<file path="config.mk">
export PLATFORM = sky130hd
export DESIGN_NAME = ttl_controller
export DESIGN_NICKNAME = d
export VERILOG_FILES = /design/src/hdl/ttl_pkg.sv /design/src/hdl/axi_write_frontend.sv /design/src/hdl/channel_router.sv /design/src/hdl/timed_output_core.sv /design/src/hdl/ttl_controller.sv
export SDC_FILE = /design/constraint.sdc
export NUM_CORES = 2
export LEC_CHECK = 0
export ABC_AREA = 0
export BUFFER_PORTS_ARGS = -buffer_cell sky130_fd_sc_hd__buf_4
export CORE_ASPECT_RATIO = 0.7
export CORE_MARGIN = 2
export CORE_UTILIZATION = 42
export CTS_CLUSTER_DIAMETER = 100
export DETAILED_ROUTE_END_ITERATION = 12
export GPL_TIMING_DRIVEN = 0
export MAX_ROUTING_LAYER = met4
export SYNTH_ARGS = -nofsm -noshare
export SYNTH_HDL_FRONTEND = slang
export SYNTH_SLANG_ARGS = --single-unit
</file>
<file path="constraint.sdc">
create_clock -name s_axi_aclk -period 8 [get_ports s_axi_aclk]
set_input_delay 1.6 -clock s_axi_aclk [delete_from_list [all_inputs] [get_ports s_axi_aclk]]
set_output_delay 1.6 -clock s_axi_aclk [all_outputs]
set_load 0.02 [all_outputs]
</file>
<file path="src/hdl/ttl_pkg.sv">
`default_nettype none

package ttl_pkg;

    //////////////////////////////////////////////////
    // Sizes
    //////////////////////////////////////////////////
    localparam int unsigned NUM_CHANNELS = 8;   // TTL lines
    localparam int unsigned FIFO_DEPTH   = 4;   // Entries per channel queue
    localparam int unsigned PTR_W        = $clog2(FIFO_DEPTH);
    localparam int unsigned CNT_W        = $clog2(FIFO_DEPTH + 1);  // Holds 0..DEPTH

    localparam int unsigned ADDR_W = 6;
    localparam int unsigned DATA_W = 128;
    localparam int unsigned TS_W   = 64;
    localparam int unsigned CHAN_W = 3;
    localparam int unsigned RESP_W = 2;

    //////////////////////////////////////////////////
    // Types
    //////////////////////////////////////////////////
    typedef logic [ADDR_W-1:0]       addr_t;   // AXI byte address
    typedef logic [DATA_W-1:0]       data_t;   // Write beat, also one timed entry
    typedef logic [TS_W-1:0]         ts_t;     // Timestamp / time counter
    typedef logic [CHAN_W-1:0]       chan_t;
    typedef logic [NUM_CHANNELS-1:0] ttl_t;    // One bit per channel
    typedef logic [RESP_W-1:0]       resp_t;
    typedef logic [PTR_W-1:0]        ptr_t;    // Queue index
    typedef logic [CNT_W-1:0]        cnt_t;    // Queue fill level

    localparam cnt_t FIFO_FULL = cnt_t'(FIFO_DEPTH);

    // Write response codes
    localparam resp_t RESP_OKAY   = 2'd0;
    localparam resp_t RESP_SLVERR = 2'd2;

    //////////////////////////////////////////////////
    // Register map and entry layout
    //////////////////////////////////////////////////
    localparam addr_t ADDR_QUEUE = 6'h00;   // Push one timed entry
    localparam addr_t ADDR_CTRL  = 6'h10;   // Control word
    localparam int unsigned FLUSH_BIT = 0;  // Ctrl bit, empties queues + late flags

    localparam int unsigned TS_LSB    = 0;   // Timestamp at 63:0
    localparam int unsigned CHAN_LSB  = 64;  // Channel at 66:64
    localparam int unsigned LEVEL_BIT = 67;  // Output level

    // Write port FSM
    typedef enum logic {
        FE_IDLE,  // Waiting for AW+W together
        FE_RESP   // B pending
    } fe_state_t;

endpackage

`default_nettype wire

</file>
<file path="src/hdl/axi_write_frontend.sv">
`default_nettype none

module axi_write_frontend (
    input  wire                    s_axi_aclk,
    input  wire                    s_axi_aresetn,

    //////////////////////////////////////////////////
    // AXI4 write address / data
    //////////////////////////////////////////////////
    input  wire ttl_pkg::addr_t    s_axi_awaddr,
    input  wire                    s_axi_awvalid,
    output logic                   s_axi_awready,
    input  wire ttl_pkg::data_t    s_axi_wdata,
    input  wire                    s_axi_wvalid,
    output logic                   s_axi_wready,

    //////////////////////////////////////////////////
    // AXI4 write response
    //////////////////////////////////////////////////
    output ttl_pkg::resp_t         s_axi_bresp,
    output logic                   s_axi_bvalid,
    input  wire                    s_axi_bready,

    // Toward router and cores
    input  wire ttl_pkg::ttl_t     full,          // Per-channel back-pressure
    output logic                   entry_valid,   // One cycle per accepted entry
    output ttl_pkg::data_t         entry,
    output logic                   flush          // Registered flush pulse
);

    ttl_pkg::fe_state_t state;
    logic               is_queue;   // Address hits the entry queue
    logic               is_ctrl;    // Address hits the control word
    ttl_pkg::chan_t     wr_chan;    // Channel named in the beat
    logic               ready;      // Shared AW/W ready, also the accept strobe

    // Address decode
    assign is_queue = (s_axi_awaddr == ttl_pkg::ADDR_QUEUE);
    assign is_ctrl  = (s_axi_awaddr == ttl_pkg::ADDR_CTRL);
    assign wr_chan  = s_axi_wdata[ttl_pkg::CHAN_LSB +: ttl_pkg::CHAN_W];

    // Both halves must be present; a queue write also needs room in its channel
    assign ready = s_axi_awvalid && s_axi_wvalid
                   && (state == ttl_pkg::FE_IDLE)
                   && (!is_queue || !full[wr_chan]);

    assign s_axi_awready = ready;
    assign s_axi_wready  = ready;   // Same signal on both channels
    assign s_axi_bvalid  = (state == ttl_pkg::FE_RESP);

    // Entry goes straight to the router register
    // Lands in the FIFO one edge later, before the next write can be judged
    assign entry_valid = ready && is_queue;
    assign entry       = s_axi_wdata;

    //////////////////////////////////////////////////
    // Response FSM + flush pulse
    //////////////////////////////////////////////////
    always_ff @(posedge s_axi_aclk) begin
        if (!s_axi_aresetn) begin
            state       <= ttl_pkg::FE_IDLE;
            s_axi_bresp <= ttl_pkg::RESP_OKAY;
            flush       <= 1'b0;
        end else begin
            // Single-cycle pulse, cores see it on the following edge
            flush <= ready && is_ctrl && s_axi_wdata[ttl_pkg::FLUSH_BIT];

            case (state)
                ttl_pkg::FE_IDLE: begin
                    if (ready) begin
                        state <= ttl_pkg::FE_RESP;
                        // Unknown address: error reply and no side effect
                        if (is_queue || is_ctrl) begin
                            s_axi_bresp <= ttl_pkg::RESP_OKAY;
                        end else begin
                            s_axi_bresp <= ttl_pkg::RESP_SLVERR;
                        end
                    end
                end
                ttl_pkg::FE_RESP: begin
                    if (s_axi_bready) begin   // Held until host takes it
                        state <= ttl_pkg::FE_IDLE;
                    end
                end
                default: state <= ttl_pkg::FE_IDLE;
            endcase
        end
    end

endmodule

`default_nettype wire

</file>
<file path="src/hdl/channel_router.sv">
`default_nettype none

module channel_router (
    input  wire                   s_axi_aclk,
    input  wire                   s_axi_aresetn,
    input  wire                   entry_valid,   // Accepted queue write
    input  wire ttl_pkg::data_t   entry,
    output ttl_pkg::ttl_t         chan_write,    // One-hot, one cycle
    output ttl_pkg::data_t        chan_entry     // Shared by all channels
);

    ttl_pkg::chan_t dest;   // Target channel of the incoming entry
    ttl_pkg::ttl_t  onehot; // Decoded strobe before the register

    assign dest = entry[ttl_pkg::CHAN_LSB +: ttl_pkg::CHAN_W];

    // Channel number to strobe
    always_comb begin
        onehot       = '0;
        onehot[dest] = entry_valid;
    end

    //////////////////////////////////////////////////
    // Fan-out register
    //////////////////////////////////////////////////
    always_ff @(posedge s_axi_aclk) begin
        if (!s_axi_aresetn) begin
            chan_write <= '0;
        end else begin
            chan_write <= onehot;   // Drops back to zero when idle
        end
    end

    // Payload beside the strobe
    always_ff @(posedge s_axi_aclk) begin
        if (entry_valid) begin
            chan_entry <= entry;
        end
    end

endmodule

`default_nettype wire

</file>
<file path="src/hdl/timed_output_core.sv">
`default_nettype none

module timed_output_core (
    input  wire                   s_axi_aclk,
    input  wire                   s_axi_aresetn,
    input  wire                   flush,        // Empties queue, clears late flag
    input  wire                   auto_start,   // Global fire enable
    input  wire ttl_pkg::ts_t     counter,      // External time base
    input  wire                   write,        // Strobe from router
    input  wire ttl_pkg::data_t   din,          // Full entry, only ts + level kept
    output logic                  full,
    output logic                  ttl_out,
    output logic                  late_error    // Sticky
);

    //////////////////////////////////////////////////
    // Queue storage
    //////////////////////////////////////////////////
    ttl_pkg::ts_t  mem_ts    [ttl_pkg::FIFO_DEPTH];
    logic          mem_level [ttl_pkg::FIFO_DEPTH];

    ttl_pkg::ptr_t rd_ptr;
    ttl_pkg::ptr_t wr_ptr;
    ttl_pkg::cnt_t count;       // Entries held

    logic          empty;
    logic          push;
    logic          pop;         // Head is due this edge
    logic          late;        // Head fires past its slot
    ttl_pkg::ts_t  head_ts;
    logic          head_level;

    assign empty = (count == '0);
    assign full  = (count == ttl_pkg::FIFO_FULL);

    assign head_ts    = mem_ts[rd_ptr];
    assign head_level = mem_level[rd_ptr];

    // Front end never offers a write to a full channel; guard anyway
    assign push = write && !full;

    // Timestamp compare
    assign pop  = auto_start && !empty && (counter >= head_ts);
    assign late = pop && (counter > head_ts);   // Exact match is on time

    // Entry fields into the ring
    always_ff @(posedge s_axi_aclk) begin
        if (push) begin
            mem_ts[wr_ptr]    <= din[ttl_pkg::TS_LSB +: ttl_pkg::TS_W];
            mem_level[wr_ptr] <= din[ttl_pkg::LEVEL_BIT];
        end
    end

    //////////////////////////////////////////////////
    // Pointers, output level, late flag
    //////////////////////////////////////////////////
    always_ff @(posedge s_axi_aclk) begin
        if (!s_axi_aresetn) begin
            rd_ptr     <= '0;
            wr_ptr     <= '0;
            count      <= '0;
            ttl_out    <= 1'b0;
            late_error <= 1'b0;
        end else if (flush) begin
            // Drop everything queued; line keeps its level
            rd_ptr     <= '0;
            wr_ptr     <= '0;
            count      <= '0;
            late_error <= 1'b0;
        end else begin
            if (push) begin
                wr_ptr <= wr_ptr + 1'b1;   // Wraps, depth is a power of two
            end

            if (pop) begin
                rd_ptr  <= rd_ptr + 1'b1;
                ttl_out <= head_level;
                if (late) begin
                    late_error <= 1'b1;
                end
            end

            // Fill level
            case ({push, pop})
                2'b10:   count <= count + 1'b1;
                2'b01:   count <= count - 1'b1;
                default: count <= count;   // Idle or push+pop together
            endcase
        end
    end

endmodule

`default_nettype wire

</file>
<file path="src/hdl/ttl_controller.sv">
`default_nettype none

module ttl_controller (
    input  wire                    s_axi_aclk,
    input  wire                    s_axi_aresetn,

    //////////////////////////////////////////////////
    // AXI4 write port, single beat
    //////////////////////////////////////////////////
    input  wire ttl_pkg::addr_t    s_axi_awaddr,
    input  wire                    s_axi_awvalid,
    output wire                    s_axi_awready,
    input  wire ttl_pkg::data_t    s_axi_wdata,
    input  wire                    s_axi_wvalid,
    output wire                    s_axi_wready,
    output wire ttl_pkg::resp_t    s_axi_bresp,
    output wire                    s_axi_bvalid,
    input  wire                    s_axi_bready,

    // Time base
    input  wire                    auto_start,
    input  wire ttl_pkg::ts_t      counter,

    // Lines out
    output wire ttl_pkg::ttl_t     ttl_out,
    output wire ttl_pkg::ttl_t     late_error
);

    wire                 entry_valid;
    ttl_pkg::data_t      entry;
    wire                 flush;
    ttl_pkg::ttl_t       chan_write;   // One-hot from router
    ttl_pkg::data_t      chan_entry;
    ttl_pkg::ttl_t       full;         // Back-pressure per channel

    // Bus side
    axi_write_frontend u_frontend (
        .s_axi_aclk    (s_axi_aclk),
        .s_axi_aresetn (s_axi_aresetn),
        .s_axi_awaddr  (s_axi_awaddr),
        .s_axi_awvalid (s_axi_awvalid),
        .s_axi_awready (s_axi_awready),
        .s_axi_wdata   (s_axi_wdata),
        .s_axi_wvalid  (s_axi_wvalid),
        .s_axi_wready  (s_axi_wready),
        .s_axi_bresp   (s_axi_bresp),
        .s_axi_bvalid  (s_axi_bvalid),
        .s_axi_bready  (s_axi_bready),
        .full          (full),
        .entry_valid   (entry_valid),
        .entry         (entry),
        .flush         (flush)
    );

    // Entry to its channel
    channel_router u_router (
        .s_axi_aclk    (s_axi_aclk),
        .s_axi_aresetn (s_axi_aresetn),
        .entry_valid   (entry_valid),
        .entry         (entry),
        .chan_write    (chan_write),
        .chan_entry    (chan_entry)
    );

    //////////////////////////////////////////////////
    // One core per TTL line
    //////////////////////////////////////////////////
    for (genvar ch = 0; ch < ttl_pkg::NUM_CHANNELS; ch++) begin : g_chan
        timed_output_core u_core (
            .s_axi_aclk    (s_axi_aclk),
            .s_axi_aresetn (s_axi_aresetn),
            .flush         (flush),          // Common to all
            .auto_start    (auto_start),
            .counter       (counter),
            .write         (chan_write[ch]),
            .din           (chan_entry),
            .full          (full[ch]),
            .ttl_out       (ttl_out[ch]),
            .late_error    (late_error[ch])
        );
    end

endmodule

`default_nettype wire

</file>
-- Word level (Yosys, flattened, before mapping)
Memories as Yosys holds them, arrays and structs flattened. A register that Yosys moved wholly into a read port is not among the register bits.
Cells that the tools add are included.
- register bits: 144
- bits in latches: 0
- RAM bits: 2080
- bits in read-only memories: 0
- bits of input ports: 204
- output and inout bits: 21
- word-level logic and storage cells: 282
- memories kept: 16
- memories (memory ; depth ; bits a word ; read ports ; clocked after memory_dff ; wr ports ; RTL line ; source):
    g_chan[0].u_core.mem_ts ; 4 ; 64 ; 1 ; 1 ; 1 ; timed_output_core.sv:19 ; ttl_pkg::ts_t mem_ts [ttl_pkg::FIFO_DEPTH];
    g_chan[1].u_core.mem_ts ; 4 ; 64 ; 1 ; 1 ; 1 ; timed_output_core.sv:19 ;
    g_chan[2].u_core.mem_ts ; 4 ; 64 ; 1 ; 1 ; 1 ; timed_output_core.sv:19 ;
    g_chan[3].u_core.mem_ts ; 4 ; 64 ; 1 ; 1 ; 1 ; timed_output_core.sv:19 ;
    g_chan[4].u_core.mem_ts ; 4 ; 64 ; 1 ; 1 ; 1 ; timed_output_core.sv:19 ;
    g_chan[5].u_core.mem_ts ; 4 ; 64 ; 1 ; 1 ; 1 ; timed_output_core.sv:19 ;
    +10 memories ; -- ; -- ; -- ; -- ; -- ; -- ;
- add/subtract/negate cells: 32
- $mul: 0
- divide/modulo/power cells: 0
- $lt $le $gt $ge: 18
- equality and inequality tests: 25
- shifts and indexed selects: 0
- multiplexer cells: 48
- bitwise gates (word level): 4
- reduce and logical (&&, ||, !) cells: 102
- operator list (operator ; count):
    $ge 64x64->1 ; 8
    $gt 64x64->1 ; 8
    $pmux 3 s2 ; 8
    $logic_and 1x1->1 ; 39
    $mux 2 ; 17
    $reduce_and 2->1 ; 17
    $add 2x1->2 const B ; 16
    $logic_not 1->1 ; 26
    $add 3x1->3 const B ; 8
    $eq 3x3->1 const B ; 8
    $logic_not 3->1 ; 8
    $sub 3x1->3 const B ; 8
    $mux 1 ; 20
    $eq 2x1->1 const B ; 8
    $eq 2x2->1 const B ; 8
    $reduce_bool 2->1 ; 8
    $and 8x8->8 ; 1
    $eq 6x5->1 const B ; 1
    $logic_not 6->1 ; 1
    $lt 3x4->1 const B ; 1
    $bmux 1 s3 ; 1
    $demux 1 s3 ; 1
    $ge 3x1->1 const B ; 1
    $not 1->1 ; 3
    3 further kinds ; 4

-- Logic depth before layout (Yosys ltp)
- depth after elaboration: 8
- gate-level depth with buffers: 18
- gate-level depth less buffers: 16

-- Hierarchy
A second synthesis with hierarchy kept.
- cell total of the unflattened synthesis: 5398
- area, all modules: 97985.2 µm²
- by module, submodules not included (module ; instances ; cells an instance ; area an instance (µm²) ; seq. area each (µm²)):
    timed_output_core at g_chan[6].u_core ... ; 2 ; 639 ; 11608.6 ; 8027.7
    timed_output_core at g_chan[0].u_core ... ; 2 ; 634 ; 11581.1 ; 8027.7
    timed_output_core at g_chan[5].u_core ; 1 ; 639 ; 11594.9 ; 8027.7
    timed_output_core at g_chan[3].u_core ; 1 ; 631 ; 11571.1 ; 8027.7
    timed_output_core at g_chan[2].u_core ; 1 ; 640 ; 11569.8 ; 8027.7
    timed_output_core at g_chan[1].u_core ; 1 ; 630 ; 11563.6 ; 8027.7
    channel_router ; 1 ; 150 ; 4071.4 ; 4003.8
    axi_write_frontend ; 1 ; 162 ; 1234.9 ; 60.1

-- Worst setup path before layout
No wires, ideal clock.
- path kind: input-to-reg
- start: input s_axi_wdata[65]
- end: register u_router.chan_entry[0], enable pin
- setup time: 0.569 ns
- data arrival time: 7.215 ns
- path slack: 0.216 ns
- stages on the path: 7
- path through: nand2b_1 > nand2b_1 > a21oi_1 > a21oi_1 > a311oi_2 > inv_2 > nor3_1
- longest elaborated chain between the ends: 6
- ends and longest elaborated chain (what ; RTL line ; source):
    from (decl) ; ttl_controller.sv:13 ; input wire ttl_pkg::data_t s_axi_wdata,
    $bmux 1 s3 ; axi_write_frontend.sv:45 ; && (!is_queue || !full[wr_chan]);
    $mux 1 (implied by the code) ; axi_write_frontend.sv:45 ;
    $logic_not 1->1 ; axi_write_frontend.sv:45 ;
    $logic_or 1x1->1 ; axi_write_frontend.sv:45 ;
    $logic_and 1x1->1 ; axi_write_frontend.sv:45 ;
    net s_axi_awready ; ttl_controller.sv:12 ; output wire s_axi_awready,
    $logic_and 1x1->1 ; axi_write_frontend.sv:53 ; assign entry_valid = ready && is_queue;
    net entry_valid ; ttl_controller.sv:29 ; wire entry_valid;
    to (signal assigned) ; channel_router.sv:37 ; chan_entry <= entry;
    to (decl) ; channel_router.sv:9 ; output ttl_pkg::data_t chan_entry
The timed path passes the listed nets, and every way through them passes these cells. The select of a mux whose other input is x is not followed.
A chain may end at the register's enable or synchronous reset.

==> results.cfg <==
[outcome]
outcome = finished, violations left
violations = max-capacitance violations, max-slew violations

[pwr]
finalPower_mw = 23.6
cellLeakagePower_nw = 37.6
pwr_density_cell_nw_per_um2 = 218
peakVddDrop_v = 0.000168

[yosys]
syn_area_um2 = 94600
synth_top_cells_by_area = edfxtp_1 (68%), mux4_2 (12%), ha_1 (7.3%)
synth_fp_nets = 5905
async_flop_share = 0
yosys_warnings = 0
ys.flop_type = edfxtp_1
yosysUniqueCellTypes = 78
ys_seq_elements = 2244
yosysTopAreaCellShare = 0.681
synth.most_common_cell = edfxtp_1
seq_area_frac_synth = 0.702
synth_edf_count = 2145
yosysTopAreaCell = edfxtp_1
syn_avg_cell_area_um2 = 18.4
synth_cells = 5141
synth_common_cells = edfxtp_1 (2,145), inv_1 (579), ha_1 (552)

[layout]
final_area_um2 = 108000
nFillCells = 18500
drive_above_1_share = 0.207
layoutNonFillerInstCount = 8781
multi_input_comb_area_um2 = 25600
nNetsFinal = 6359
finish.utilization = 0.485
register_area_um2 = 66400
areaGrowthSynthToFinish_pct = 14.5

[critical_path]
regToRegSetupSlack_ns = 0.62
crit_chain = clkbuf_1 > clkbuf_1 > mux4_2 > inv_1 > ha_1 > nand4_1 > nor4_2 > nand4_1 > a31oi_1 > nor4_2 > a21oi_1 > ha_1 > inv_1 > fa_1 > xor2_1 > or3_1 > a21oi_1
worst_setup_path_start_kind = flip-flop
arrival_ns = 8.14
reg2regPathDepth = 17
path_delay_family = simple AND/OR/NAND/NOR gates
crit_required_ns = 8.75
cp-end-kind = flip-flop
max_stage_delay_ns = 1.14
slowest_stage = nor4_2
cp_num_buf_inv = 4
critical_path_class = reg2reg
crit_path_max_fanout = 10
r2r_end = g_chan[4].u_core.count[2]

[drt]
drt-wirelength-per-cell_um = 30.9
drc_errors = 0
ant_nets = 0
drtPass1Iterations = 5
via_per_inst = 5.78
wl_mm = 271
drtIter0Drc = 6425
route.vias.total = 50700

[timing]
finalCriticalPeriod_ns = 7.38
skew_ns = 0.0783
rsz0062_at_grt = false
clock.fmax_mhz = 135
slew_viol_final = 14
hold_viol = 0
tightest_slew_ns = 1.54
relSlewSlack = -0.0284
hold_ws_ns = 0.451
period_share = 0.923
setup_viol_count_final = 0

[clocking]
cts_tree = yes
cts_sinks = 2244
hold_buffers = 0
clk_root_buffer_cell = clkbuf_16
clk_path_buf_depth = 4
cts.clk_slew.worst_paths_ns = 0.06
postCtsResizedCells = 0
cts_max_level = 4
cts_setup_buffers = 0
insertion_delay_ns = 0.88
numCtsBuffers = 221

[global_routing]
grt_max_degree = 49
grt.total_usage = 0.243
antenna_found_initial = 11
grt_pass1_wl_mm = 378
grt_overflow = 0
grt_pass1_vias = 48600

[run]
cap_violations = 2

[place]
dpl_cell_area_um2 = 101000
dp_cells = 8383
hpwl_mm = 185
portBuffers = 161
gp_congestion = 0.866

[floorplanning]
initial_core_util = 0.423
io_pins = 225
die-area_um2 = 229000
fp.dieW_um = 571
die_y_um = 401
core_um2 = 224000
rows = 145

[min_path]
hold_path_class = reg2reg
min_from = g_chan[3].u_core.late_error
hold_end = g_chan[3].u_core.late_error
whs_path_depth = 2
## worst register-to-register path: cells and delay by family (launching register included)
family,cells,cell delay [ns]
AOI/OAI and AO/OA,3,1.25
xor gates and xnor gates,1,0.16
adders and majority gates,3,0.97
buffers and inverters,4,1.77
DFF,1,0.31
muxes,1,0.43
and+or+nand+nor,5,2.42
## layout make-up
type | instances | area share
clock buffers | 267 | 0.0535
diodes | 4 | 0.0000924
well taps | 3013 | 0.0348
clock inverters | 125 | 0.0116
inverters | 581 | 0.0201
flip-flops and latches | 2244 | 0.613
plain buffers | 144 | 0.00630
repair buffers | 231 | 0.0243
multi-input cells | 2172 | 0.236
## cells by family (layout without fill, tap and decap cells)
kind of cell,Yosys count,in the layout,share of synthesized area
mux,528,528,0.125
compound gates,535,535,0.0358
xor+xnor,32,32,0.00296
buf+inv,725,1348,0.0299
flops,2244,2244,0.702
fa+ha+maj,560,560,0.0747
other cells,1,5,0.0000396
simple gates,516,516,0.0300
## placed cells by master, fill, tap and decap left out, drive strengths merged, types with 16 or more instances in the layout
cell	instances
nand3	26
and2	18
edfxtp	2145
and3	29
mux4	521
nor2	99
clkinv	89
nor2b	16
nor3	17
dfxtp	99
nand2	125
bufinv	24
clkbuf	341
o21ai	82
buf	301
ha	552
a21oi	237
a21o	103
xor2	18
or3	17
nor4	27
nand4	107
inv	584
## through the flow
stage               TNS (ns)  setup WS, ns
floorplan                  0         0.216
global placement     -587.92         -8.35
detailed placement         0         0.451
CTS                        0         0.431
global route               0         0.227
finish                     0         0.616
## per-layer routing
metal,global-route usage,vias to the layer above,share of wire
met4,0.0528,0,0.023
li1,-,21300,-
met3,0.0546,344,0.10
met1,0.376,26900,0.46
met5,-,-,0
met2,0.326,2202,0.42
## how the worst max path moves through the flow
stage / start / to / slack (ns) / cells past startpoint
after floorplan: s_axi_wdata[65] / u_router.chan_entry[0] / 0.22 / 7
after global placement: s_axi_wdata[65] / u_router.chan_entry[7] / -8.35 / 8
after detailed placement: flip-flop / g_chan[4].u_core.count[2] / 0.45 / 17
after CTS: flip-flop / g_chan[4].u_core.count[2] / 0.43 / 17
after global routing: flip-flop / g_chan[4].u_core.count[2] / 0.23 / 17
final: flip-flop / g_chan[4].u_core.count[2] / 0.62 / 17
## where the power goes
| part | switching [mW] | internal (mW) | total (mW) | leakage [nW] |
|---|---|---|---|---|
| Sequential | 0.00665 | 12.7 | 12.7 | 20.1 |
| Clock | 4.56 | 5.91 | 10.5 | 3.43 |
| Combinational | 0.312 | 0.180 | 0.492 | 14.1 |
## flip-flops by register name (all words and copies together), names as in the netlist, 8 cells and up, named ones only
signal / count
g_chan.u_core.mem_ts: 2048
u_router.chan_entry: 65
g_chan.u_core.mem_level: 32
g_chan.u_core.count: 24
g_chan.u_core.rd_ptr: 16
g_chan.u_core.wr_ptr: 16
g_chan.u_core.late_error: 8
g_chan.u_core.ttl_out: 8
u_router.chan_write: 8
Power figures use the tool's default switching activity.
